## config.mk

```make
export PLATFORM = sky130hd
export DESIGN_NAME = fds_mapper
export DESIGN_NICKNAME = d
export VERILOG_FILES = /design/src/design/fds_pkg.sv /design/src/design/fds_ctrl.sv /design/src/design/fds_timer.sv /design/src/design/fds_disk.sv /design/src/design/fds_addr_map.sv /design/src/design/fds_read_mux.sv /design/src/design/fds_mapper.sv
export SDC_FILE = /design/constraint.sdc
export NUM_CORES = 1
export LEC_CHECK = 0
export BUFFER_PORTS_ARGS = -buffer_cell sky130_fd_sc_hd__buf_2
export CORE_MARGIN = 2
export CORE_UTILIZATION = 57
export CTS_CLUSTER_SIZE = 16
export DETAILED_ROUTE_END_ITERATION = 10
export PLACE_DENSITY = 0.82
export SETUP_SLACK_MARGIN = 0.2
export SYNTH_ARGS = -nofsm -noshare
export SYNTH_HDL_FRONTEND = slang
export SYNTH_HIERARCHICAL = 1
export SYNTH_SLANG_ARGS = --single-unit
```

## constraint.sdc

```tcl
create_clock -name clk20 -period 6.8 [get_ports clk20]
set_clock_uncertainty 0.05 [all_clocks]
set_input_delay 1.36 -clock clk20 [delete_from_list [all_inputs] [get_ports clk20]]
set_output_delay 1.36 -clock clk20 [all_outputs]
set_load 0.05 [all_outputs]
```

## src/design/fds_pkg.sv

```systemverilog
// fds mapper shared package: register map, bus structs and memory mapping constants
package fds_pkg;

	// timer registers
	localparam logic [15:0] REG_TIMER_LO     = 16'h4020;
	localparam logic [15:0] REG_TIMER_HI     = 16'h4021;
	localparam logic [15:0] REG_TIMER_CTRL   = 16'h4022;
	// drive control and side select
	localparam logic [15:0] REG_DISK_CTRL    = 16'h4025;
	localparam logic [15:0] REG_DISK_SIDE    = 16'h4027;
	// status reads
	localparam logic [15:0] REG_IRQ_STATUS   = 16'h4030;
	localparam logic [15:0] REG_DRIVE_STATUS = 16'h4032;
	localparam logic [15:0] REG_POWER_STATUS = 16'h4033;
	localparam logic [15:0] REG_SAVE_FLAG    = 16'h4208;
	// bios addresses that mark a disk byte transfer
	localparam logic [15:0] REG_READ_LO      = 16'hF4D0;
	localparam logic [15:0] REG_READ_HI      = 16'hF4D1;
	localparam logic [15:0] REG_WRITE_LO     = 16'hF4CD;
	localparam logic [15:0] REG_WRITE_HI     = 16'hF4CE;

	// image layout, header then fixed size sides
	localparam int unsigned SIDE_LEN  = 65500;
	localparam int unsigned SIDE_BASE = 16;

	// external memory widths
	localparam int PRG_ADDR_W = 22;
	localparam int CHR_ADDR_W = 22;
	localparam logic [2:0] CHR_RAM_BASE = 3'b100;

	// one cpu cycle
	typedef struct packed {
		logic [15:0] addr;
		logic [7:0]  data;
		logic        rd;
		logic        wr;
	} cpu_bus_t;

	typedef struct packed {
		logic [15:0] timer_latch;
		logic        timer_en;
		logic        timer_repeat;
		logic        disk_reset;
		logic        write_en;
		logic        vertical;
		logic [1:0]  side_auto;
	} ctrl_regs_t;

	// second step of each two-read sequence
	typedef struct packed {
		logic read_active;
		logic write_active;
	} seq_t;

	typedef struct packed {
		logic [17:0] rom_offset;
		logic        disk_end;
	} disk_info_t;

	// offset readback ports, write pair only while writing is enabled
	function automatic logic is_offset_lo(logic [15:0] addr, logic write_en);
		return (addr == REG_READ_LO) || (write_en && addr == REG_WRITE_LO);
	endfunction

	function automatic logic is_offset_hi(logic [15:0] addr, logic write_en);
		return (addr == REG_READ_HI) || (write_en && addr == REG_WRITE_HI);
	endfunction

endpackage

```

## src/design/fds_ctrl.sv

```systemverilog
// fds register control: cpu register writes, disk transfer sequence detection, save flag
`timescale 1ns/1ps

module fds_ctrl import fds_pkg::*; (
	input  logic       clk20,
	input  logic       reset,
	input  logic       ce,
	input  cpu_bus_t   cpu,
	output ctrl_regs_t regs,
	output seq_t       seq,
	output logic       saved
);

	// 0 idle, 1 low address seen, 2 transfer cycle
	logic [1:0] rd_state;
	logic [1:0] wr_state;
	logic       wr_cycle;
	logic       rd_cycle;

	assign wr_cycle = ce & cpu.wr;
	assign rd_cycle = ce & cpu.rd;

	// shared step rule for both detectors
	function automatic logic [1:0] seq_next(logic [1:0] state, logic lo_hit, logic hi_hit);
		if (lo_hit)
			return 2'd1;
		else if (hi_hit && state == 2'd1)
			return 2'd2;
		else
			return 2'd0;
	endfunction

	// timer latch bytes
	always_ff @(posedge clk20) begin
		if (wr_cycle && cpu.addr == REG_TIMER_LO)
			regs.timer_latch[7:0] <= cpu.data;
		if (wr_cycle && cpu.addr == REG_TIMER_HI)
			regs.timer_latch[15:8] <= cpu.data;
	end

	// control bits
	always_ff @(posedge clk20) begin
		if (reset) begin
			regs.timer_en     <= 1'b0;
			regs.timer_repeat <= 1'b0;
			regs.disk_reset   <= 1'b0;
			regs.write_en     <= 1'b0;
			regs.vertical     <= 1'b0;
			regs.side_auto    <= 2'd0;
		end else if (wr_cycle) begin
			case (cpu.addr)
				REG_TIMER_CTRL: begin
					regs.timer_repeat <= cpu.data[0];
					regs.timer_en     <= cpu.data[1];
				end
				REG_DISK_CTRL: begin
					// write enable and mirroring are active low
					regs.disk_reset <= cpu.data[1];
					regs.write_en   <= ~cpu.data[2];
					regs.vertical   <= ~cpu.data[3];
				end
				REG_DISK_SIDE:
					regs.side_auto <= cpu.data[1:0];
				default: ;
			endcase
		end
	end

	// two-read detectors, one step per ce
	always_ff @(posedge clk20) begin
		if (reset) begin
			rd_state <= 2'd0;
			wr_state <= 2'd0;
		end else if (ce) begin
			rd_state <= seq_next(rd_state, rd_cycle && cpu.addr == REG_READ_LO,
				rd_cycle && cpu.addr == REG_READ_HI);
			// write side needs write enable to start
			wr_state <= seq_next(wr_state,
				rd_cycle && regs.write_en && cpu.addr == REG_WRITE_LO,
				rd_cycle && cpu.addr == REG_WRITE_HI);
		end
	end

	assign seq.read_active  = (rd_state == 2'd2);
	assign seq.write_active = (wr_state == 2'd2);

	// sticky once anything was written to disk
	always_ff @(posedge clk20) begin
		if (reset)
			saved <= 1'b0;
		else if (ce && seq.write_active)
			saved <= 1'b1;
	end

endmodule

```

## src/design/fds_timer.sv

```systemverilog
// fds timer: 16-bit reloading down-counter driving the timer interrupt
`timescale 1ns/1ps

module fds_timer import fds_pkg::*; (
	input  logic       clk20,
	input  logic       reset,
	input  logic       ce,
	input  cpu_bus_t   cpu,
	input  ctrl_regs_t regs,
	output logic       irq
);

	logic [15:0] count;
	logic        trip;
	logic        ctrl_write;
	logic        status_read;

	// trips on the strobe that would take the count from 1 to 0
	assign trip        = regs.timer_en && count == 16'd1;
	assign ctrl_write  = cpu.wr && cpu.addr == REG_TIMER_CTRL;
	assign status_read = cpu.rd && cpu.addr == REG_IRQ_STATUS;

	always_ff @(posedge clk20) begin
		if (reset) begin
			count <= 16'd0;
		end else if (ce) begin
			// control write or repeat trip reloads from the latch
			if (ctrl_write || (trip && regs.timer_repeat))
				count <= regs.timer_latch;
			else if (regs.timer_en && count != 16'd0)
				count <= count - 16'd1;
		end
	end

	// status read wins over a trip in the same cycle
	always_ff @(posedge clk20) begin
		if (reset)
			irq <= 1'b0;
		else if (ce) begin
			if (status_read)
				irq <= 1'b0;
			else if (trip)
				irq <= 1'b1;
		end
	end

endmodule

```

## src/design/fds_disk.sv

```systemverilog
// fds disk pointer: byte position on the current side, end detection and image offset
`timescale 1ns/1ps

module fds_disk import fds_pkg::*; (
	input  logic       clk20,
	input  logic       reset,
	input  logic       ce,
	input  ctrl_regs_t regs,
	input  seq_t       seq,
	input  logic [1:0] side_manual,
	output disk_info_t disk
);

	logic [15:0] pos;
	logic [1:0]  side;
	logic [17:0] side_offset;

	// end of side, pointer stops here
	assign disk.disk_end = (pos == 16'(SIDE_LEN - 1));

	// one byte per completed read sequence
	always_ff @(posedge clk20) begin
		if (reset)
			pos <= 16'd0;
		else if (ce) begin
			if (regs.disk_reset)
				pos <= 16'd0;
			else if (seq.read_active && !disk.disk_end)
				pos <= pos + 16'd1;
		end
	end

	// bios side plus user side, wraps at four sides
	assign side = regs.side_auto + side_manual;

	// skip header then whole sides
	always_comb begin
		side_offset = 18'(SIDE_BASE + SIDE_LEN * side);
	end

	assign disk.rom_offset = 18'(pos) + side_offset;

endmodule

```

## src/design/fds_addr_map.sv

```systemverilog
// fds address map: prg bank select and access permission, chr-ram and nametable mirroring
`timescale 1ns/1ps

module fds_addr_map import fds_pkg::*; #(
	parameter int PRG_W = PRG_ADDR_W,
	parameter int CHR_W = CHR_ADDR_W
) (
	input  cpu_bus_t         cpu,
	input  ctrl_regs_t       regs,
	input  seq_t             seq,
	input  disk_info_t       disk,
	input  logic [13:0]      chr_ain,
	input  logic             chr_wr,
	output logic [PRG_W-1:0] prg_aout,
	output logic             prg_allow,
	output logic [CHR_W-1:0] chr_aout,
	output logic             chr_ram_we,
	output logic             vram_ce,
	output logic             vram_a10
);

	logic [5:0] prg_bank;
	logic       busy;
	logic       port_hit;
	logic       wr_ok;
	logic       rd_ok;

	assign busy = seq.read_active | seq.write_active;

	// e000-ffff bios, or disk image during a transfer
	// 6000-dfff work ram in banks 4-7
	always_comb begin
		if (cpu.addr[15:13] == 3'b111)
			prg_bank = busy ? {1'b1, disk.rom_offset[17:13]} : 6'd0;
		else
			prg_bank = {4'b0001, cpu.addr[14:13]};
	end

	assign prg_aout = {{(PRG_W - 19){1'b0}}, prg_bank, cpu.addr[12:0]};

	// offset readback comes from the mapper, keep memory off the bus
	assign port_hit = ~busy & (is_offset_lo(cpu.addr, regs.write_en) |
		is_offset_hi(cpu.addr, regs.write_en));

	// writes to work ram or the disk byte of a write sequence
	assign wr_ok = cpu.wr & (seq.write_active | (cpu.addr[15] ^ (&cpu.addr[14:13])));
	// reads anywhere in 6000-ffff
	assign rd_ok = cpu.rd & ((cpu.addr[15] & ~port_hit) | (cpu.addr[15:13] == 3'b011));
	assign prg_allow = wr_ok | rd_ok;

	// pattern tables in chr-ram, 2000-3fff to internal vram
	assign chr_ram_we = chr_wr & ~chr_ain[13];
	assign vram_ce    = chr_ain[13];

	// nametables use a10 for vertical, a11 for horizontal
	always_comb begin
		if (chr_ain[13])
			vram_a10 = regs.vertical ? chr_ain[10] : chr_ain[11];
		else
			vram_a10 = chr_ain[10];
	end

	assign chr_aout = {CHR_RAM_BASE, {(CHR_W - 16){1'b0}}, chr_ain[12:11], vram_a10,
		chr_ain[9:0]};

endmodule

```

## src/design/fds_read_mux.sv

```systemverilog
// fds read mux: picks cpu read data from status registers, disk offset or external memory
`timescale 1ns/1ps

module fds_read_mux import fds_pkg::*; (
	input  cpu_bus_t   cpu,
	input  ctrl_regs_t regs,
	input  seq_t       seq,
	input  disk_info_t disk,
	input  logic       irq,
	input  logic       saved,
	input  logic       fds_swap,
	input  logic [7:0] ram_dout,
	output logic [7:0] prg_dout
);

	logic busy;
	logic eject;
	logic lo_hit;
	logic hi_hit;

	// eject follows the swap input only
	assign eject = fds_swap;

	// during a transfer these addresses read the image byte from memory
	assign busy   = seq.read_active | seq.write_active;
	assign lo_hit = ~busy & is_offset_lo(cpu.addr, regs.write_en);
	assign hi_hit = ~busy & is_offset_hi(cpu.addr, regs.write_en);

	always_comb begin
		prg_dout = ram_dout;
		if (lo_hit) begin
			prg_dout = disk.rom_offset[7:0];
		end else if (hi_hit) begin
			// 111 on top, as the bios expects
			prg_dout = {3'b111, disk.rom_offset[12:8]};
		end else begin
			case (cpu.addr)
				REG_IRQ_STATUS:
					prg_dout = {7'd0, irq};
				// eject in bits 0 and 2
				REG_DRIVE_STATUS:
					prg_dout = {5'd0, eject, disk.disk_end, eject};
				// battery good
				REG_POWER_STATUS:
					prg_dout = 8'h80;
				REG_SAVE_FLAG:
					prg_dout = {7'd0, saved};
				default:
					prg_dout = ram_dout;
			endcase
		end
	end

endmodule

```

## src/design/fds_mapper.sv

```systemverilog
// fds mapper top: joins register control, timer, disk pointer, address map and read mux
`timescale 1ns/1ps

module fds_mapper import fds_pkg::*; #(
	parameter int PRG_W = PRG_ADDR_W,
	parameter int CHR_W = CHR_ADDR_W
) (
	input  logic             clk20,
	input  logic             reset,
	input  logic             ce,
	input  cpu_bus_t         cpu,
	input  logic [7:0]       ram_dout,
	input  logic [13:0]      chr_ain,
	input  logic             chr_wr,
	input  logic [1:0]       side_manual,
	input  logic             fds_swap,
	output logic [7:0]       prg_dout,
	output logic [PRG_W-1:0] prg_aout,
	output logic             prg_allow,
	output logic [CHR_W-1:0] chr_aout,
	output logic             chr_ram_we,
	output logic             vram_ce,
	output logic             vram_a10,
	output logic             irq
);

	ctrl_regs_t regs;
	seq_t       seq;
	disk_info_t disk;
	logic       saved;

	// register file, sequence detectors, save flag
	fds_ctrl ctrl_i (
		.clk20 (clk20),
		.reset (reset),
		.ce    (ce),
		.cpu   (cpu),
		.regs  (regs),
		.seq   (seq),
		.saved (saved)
	);

	fds_timer timer_i (
		.clk20 (clk20),
		.reset (reset),
		.ce    (ce),
		.cpu   (cpu),
		.regs  (regs),
		.irq   (irq)
	);

	fds_disk disk_i (
		.clk20       (clk20),
		.reset       (reset),
		.ce          (ce),
		.regs        (regs),
		.seq         (seq),
		.side_manual (side_manual),
		.disk        (disk)
	);

	// widths handed down from here
	fds_addr_map #(
		.PRG_W (PRG_W),
		.CHR_W (CHR_W)
	) addr_map_i (
		.cpu        (cpu),
		.regs       (regs),
		.seq        (seq),
		.disk       (disk),
		.chr_ain    (chr_ain),
		.chr_wr     (chr_wr),
		.prg_aout   (prg_aout),
		.prg_allow  (prg_allow),
		.chr_aout   (chr_aout),
		.chr_ram_we (chr_ram_we),
		.vram_ce    (vram_ce),
		.vram_a10   (vram_a10)
	);

	fds_read_mux read_mux_i (
		.cpu      (cpu),
		.regs     (regs),
		.seq      (seq),
		.disk     (disk),
		.irq      (irq),
		.saved    (saved),
		.fds_swap (fds_swap),
		.ram_dout (ram_dout),
		.prg_dout (prg_dout)
	);

endmodule

```

=== Word level (Yosys, flattened, before mapping) ===
Index checks and enable logic that the tools add are counted.

* Register bits: 61
* Input port bits: 55
* Output and inout port bits: 57

* $add $sub $neg: 5
* Multiply operators: 1
* Eq/ne operators: 21
* Multiplexer cells: 17
* Bitwise logic cells: 20
* Reductions and logical operators: 33

{| class="wikitable"
|+ Operators by type and width
! cell !! number
|-
| $eq A16 B15 Y1 const B || 9
|-
| $eq A16 B16 Y1 const B || 5
|-
| $mux W16 || 4
|-
| $pmux W8 S4 || 1
|-
| $add A16 B18 Y18 || 1
|-
| $add A5 B18 Y18 const A || 1
|-
| $logic_and A1 B1 Y1 || 18
|-
| $add A16 B1 Y16 const B || 1
|-
| $eq A16 B1 Y1 const B || 1
|-
| $mul A14 B2 Y16 const A || 1
|-
| $mux W8 || 2
|-
| $reduce_bool A16 Y1 || 1
|-
| $sub A16 B1 Y16 const B || 1
|-
| $reduce_and A2 Y1 || 7
|-
| $mux W6 || 2
|-
| $and A1 B1 Y1 || 9
|-
| $mux W2 || 4
|-
| $reduce_bool A2 Y1 || 3
|-
| $not A1 Y1 || 5
|-
| $or A1 B1 Y1 || 5
|-
| $eq A2 B1 Y1 const B || 2
|-
| $eq A2 B2 Y1 const B || 2
|-
| $mux W1 || 4
|-
| $eq A3 B2 Y1 const B || 1
|-
| 5 further kinds || 7
|}

=== Depth between registers and ports, before layout ===
* Word-level depth: 10
* Depth in mapped cells: 16
* Mapped depth without buffers: 16

=== Modules after synthesis ===
The synthesis kept the hierarchy.

{| class="wikitable"
|+ By module, submodules not included
! module !! times used !! cells each !! area each (µm²)
|-
| fds_disk || 1 || 253 || 1946.9
|-
| fds_timer || 1 || 176 || 1301.2
|-
| fds_ctrl || 1 || 90 || 1142.3
|-
| fds_read_mux || 1 || 81 || 629.4
|-
| fds_addr_map || 1 || 70 || 484.2
|}

=== Worst setup path after synthesis ===
OpenSTA, ideal clock, no wires.

* Path kind: input to output
* From: in side_manual[0]
* To: out prg_dout[3]
* Data arrival time: 4.895 ns
* Required time: 5.390 ns
* Slack: 0.495 ns
* Stages on the path: 15
* Buffers on the path: 0
* Cell sequence: ha_1 -> xnor2_1 -> xnor2_1 -> ha_1 -> inv_1 -> ha_1 -> ha_1 -> fa_1 -> a211oi_1 -> nor2_1 -> o21ai_0 -> xnor2_1 -> o211ai_1 -> and2_1 -> a21boi_1

{| class="wikitable"
|+ RTL lines
! element !! RTL line !! RTL
|-
| start, declared || fds_mapper.sv:15 || <nowiki>input logic [1:0] side_manual,</nowiki>
|-
| end, declared || fds_mapper.sv:17 || <nowiki>output logic [7:0] prg_dout,</nowiki>
|}

==> summary.txt <==
Setup path
  • FF-to-FF End: disk_i/pos[10]$_SDFFE_PP0P_
  • R2r setup slk: about 4200 ps
  • CP Max Fanout: 4
  • Cells on worst reg2reg path: 7
  • CP Capture Type: output pin
  • Reg2Reg Launch Point: ctrl_i/rd_state[1]$_SDFFE_PP0P_
  • CP Data Arrival Time: approximately 5000 ps
  • Critical path type: in -> out
  • CP startpoint: side_manual[0]
  • Crit path launch type: input pin
  • Worst Path Required: between 5000 and 6000 ps

Synthesis
  • Post-Syn Instances: 670
  • Post-synth EDFFs: 16
  • Synth top cells by count: 45 x dfxtp_1, 42 x buf_4, 41 x a21oi_1, 41 x nand2_1, 40 x nor2_1
  • Unique masters post-synth: just over 90
  • Sequential fraction of the synthesis area: 25.1%
  • Avg Synthesized Cell Area: between 8 and 9 um2
  • Post-synth top area cell: dfxtp_1
  • Synthesis warning total: 6
  • FFs w/ async S/R, synth: 0%
  • Synth top area share: 16.4%
  • Synth Flop Type: dfxtp_1
  • Cell with the most instances after synthesis: dfxtp_1
  • Area contributors post-synth: dfxtp_1 16%, edfxtp_1 8.7%, ha_1 8.6%
  • Seq cells post-synth: 61
  • Synthesized area: ~0.0055 mm2

GRT
  • GRT overflow: 0
  • Largest net degree at the start of global routing: 53
  • Vias in the first global route: ~5k
  • Tot GR Track Use: 28.1%
  • Global-route wire length before repair: around 24 mm
  • Initial antenna violation count: 0

Clocking
  • Clock Path Buffers: 2
  • Post-CTS Setup Inserts: 0
  • TritonCTS Buffers: 9
  • Clock-pin slew on the worst setup and hold paths: ~70 ps
  • CTS root buf: clkbuf_8
  • Clock Sinks: between 60 and 70
  • Worst skew pair latency: ~350 ps
  • H-tree levels: 3
  • CTS tree: yes

Layout
  • Share of post-route cells with drive strength above 1: between 15 and 20%
  • Layout Nets: 801
  • Layout Area Growth over Synthesis: 7.37%
  • Layout Utilization: 63.7%
  • ANT cells: 0
  • Fillers: around 810

Placement
  • Port Buffer Count: 77
  • Dpl hpwl: 10.5 mm
  • Gpl congestion: 0.933

Pwr
  • Clk pwr share: between 30% and 40%
  • Seq pwr share: a little over two fifths
  • Pleak: roughly 0.0023 uW
  • PD cells: between 100 and 150 mW/mm2
  • Peak VDD IR: about 0.12 mV
  • Internal: just over 600 uW
  • Sw Share: approximately 30%
  • Combinational share of power: between 10% and 20%
  • Switching pwr: ~260 uW

Timing
  • Min Tclk post-route: 6370 ps
  • Final Cycle Share: 93.7%
  • RSZ-0062 raised after global routing: false
  • Least-Margin Pin Slew: roughly 980 ps
  • Final setup fails: 0
  • Max_slew headroom: between 30% and 40%
  • Worst hold margin: between 400 and 500 ps
  • Fmax: ~0.16 GHz
  • Post-route setup TNS: 0 ps
  • Final Max Tran Viols: 0
  • Fin. Hold Viols: 0

Die
  • Num rows: 35
  • Starting Density: 59.3%
  • Die Ht: 102 um
  • Total die area: 0.0105 mm2
  • I/O Pins: approximately 110
  • Core area: roughly 0.0093 mm2
  • Die width: just over 100 um

Route
  • Wire length per cell: 17.0 um
  • Initial DRC count: slightly below 400
  • Via count: around 5.3k
  • Vias per inst: between 6 and 7
  • Final wirelength: about 14 mm
  • Drc violations: 0
  • DRT antenna net count: 0
  • 1st-pass router iterations: 5

Flow run
  • Max_cap viols: 0

Worst hold path
  • Worst Hold Depth: 2
  • WHS Endpoint: ctrl_i/wr_state[1]$_SDFFE_PP0P_
  • Worst hold start: ctrl_i/wr_state[1]$_SDFFE_PP0P_
  • Worst min-delay path class: reg -> reg

Outcome
  • Status: complete, no violations
[metrics by stage]
step           setup WS, ps  instances  area (um2)  power (uW)
6_report                428        840        5910         879
3_3_place_gp            587        825        5690         538
2_1_floorplan           495        680        5540         520
4_1_cts                 388        840        5900         883
3_5_place_dp            391        825        5690         541
5_1_grt                 222        840        5910         911
[sequential cells by signal, indices dropped and copies added (netlist names)]
signal,cells
ctrl_i/regs,23
ctrl_i/saved,1
timer_i/count,16
ctrl_i/rd_state,2
timer_i/irq,1
disk_i/pos,16
ctrl_i/wr_state,2
[logic make-up (layout without fill, tap and decap cells)]
kind of cell / count (synthesis) / count (layout) / share of synthesized area [%]
DFF: 61 / 61 / 25.1
and+or+nand+nor: 277 / 277 / 31.0
other: 2 / 12 / 0.136
adders and majority gates: 39 / 39 / 9.00
AOI/OAI and AO/OA: 167 / 167 / 20.0
muxes: 15 / 15 / 2.93
buffers and inverters: 97 / 128 / 9.91
xor gates and xnor gates: 12 / 12 / 1.91
[power groups by stage]
| stage | Sequential (uW) | Clock (uW) | Combinational, uW |
|---|---|---|---|
| 6_report | 372 | 344 | 163 |
| 5_1_grt | 372 | 365 | 175 |
| 4_1_cts | 372 | 349 | 161 |
| 3_5_place_dp | 380 | 0 | 161 |
| 3_3_place_gp | 380 | 0 | 158 |
| 2_1_floorplan | 380 | 0 | 140 |
[metal layers]
metal | track usage, % | routed length [um] | up-vias
met5 | 0 | 0 | -
li1 | - | - | 2524
met4 | 9.85 | 233 | 0
met1 | 35.8 | 5910 | 2477
met3 | 6.02 | 1030 | 24
met2 | 47.2 | 7110 | 251
[cell usage in the layout (no fill, tap or decap), types with 16 or more instances in the layout]
cell type,count
a21oi_1,41
buf_2,77
dfxtp_1,45
edfxtp_1,16
ha_1,38
inv_1,31
nand2_1,41
nand3_1,18
nand4_1,21
nor2_1,40
nor3_1,24
o21ai_0,37
[timing repair]
action | CTS | global route
hold buffers | 0 | 0
endpoints found under the setup margin | 0 | 4
resized for setup | 0 | 1
[worst max-delay path, stage by stage]
cell and delay (ps):
buf_2 110, ha_1 200, xnor2_1 230, xnor2_2 180, ha_1 280, inv_1 70, ha_1 230, ha_1 250
fa_1 440, a211oi_1 230, nor2_1 120, o21ai_0 360, xnor2_1 170, o211ai_1 110, and2_1 200, a21boi_1 140
buf_2 280
[area by class of cell]
class                   instances  area (um2)  share of cell area (%)
clock inverters                 3        42.5                   0.720
multi-input cells             522        3620                    61.3
well taps                     129         161                    2.73
flip-flops and latches         61        1380                    23.4
repair buffers                 81         415                    7.03
inverters                      32         120                    2.03
clock buffers                  12         166                    2.82
[worst max path at each step]
stage | to | slack, ps | cells past startpoint
global route | prg_dout[3] | 220 | 17
global placement | prg_aout[15] | 590 | 17
detailed placement | prg_dout[3] | 390 | 17
finish | prg_dout[3] | 430 | 17
floorplan | prg_dout[3] | 490 | 15
CTS | prg_dout[3] | 390 | 17
Power figures use the tool's default switching activity.
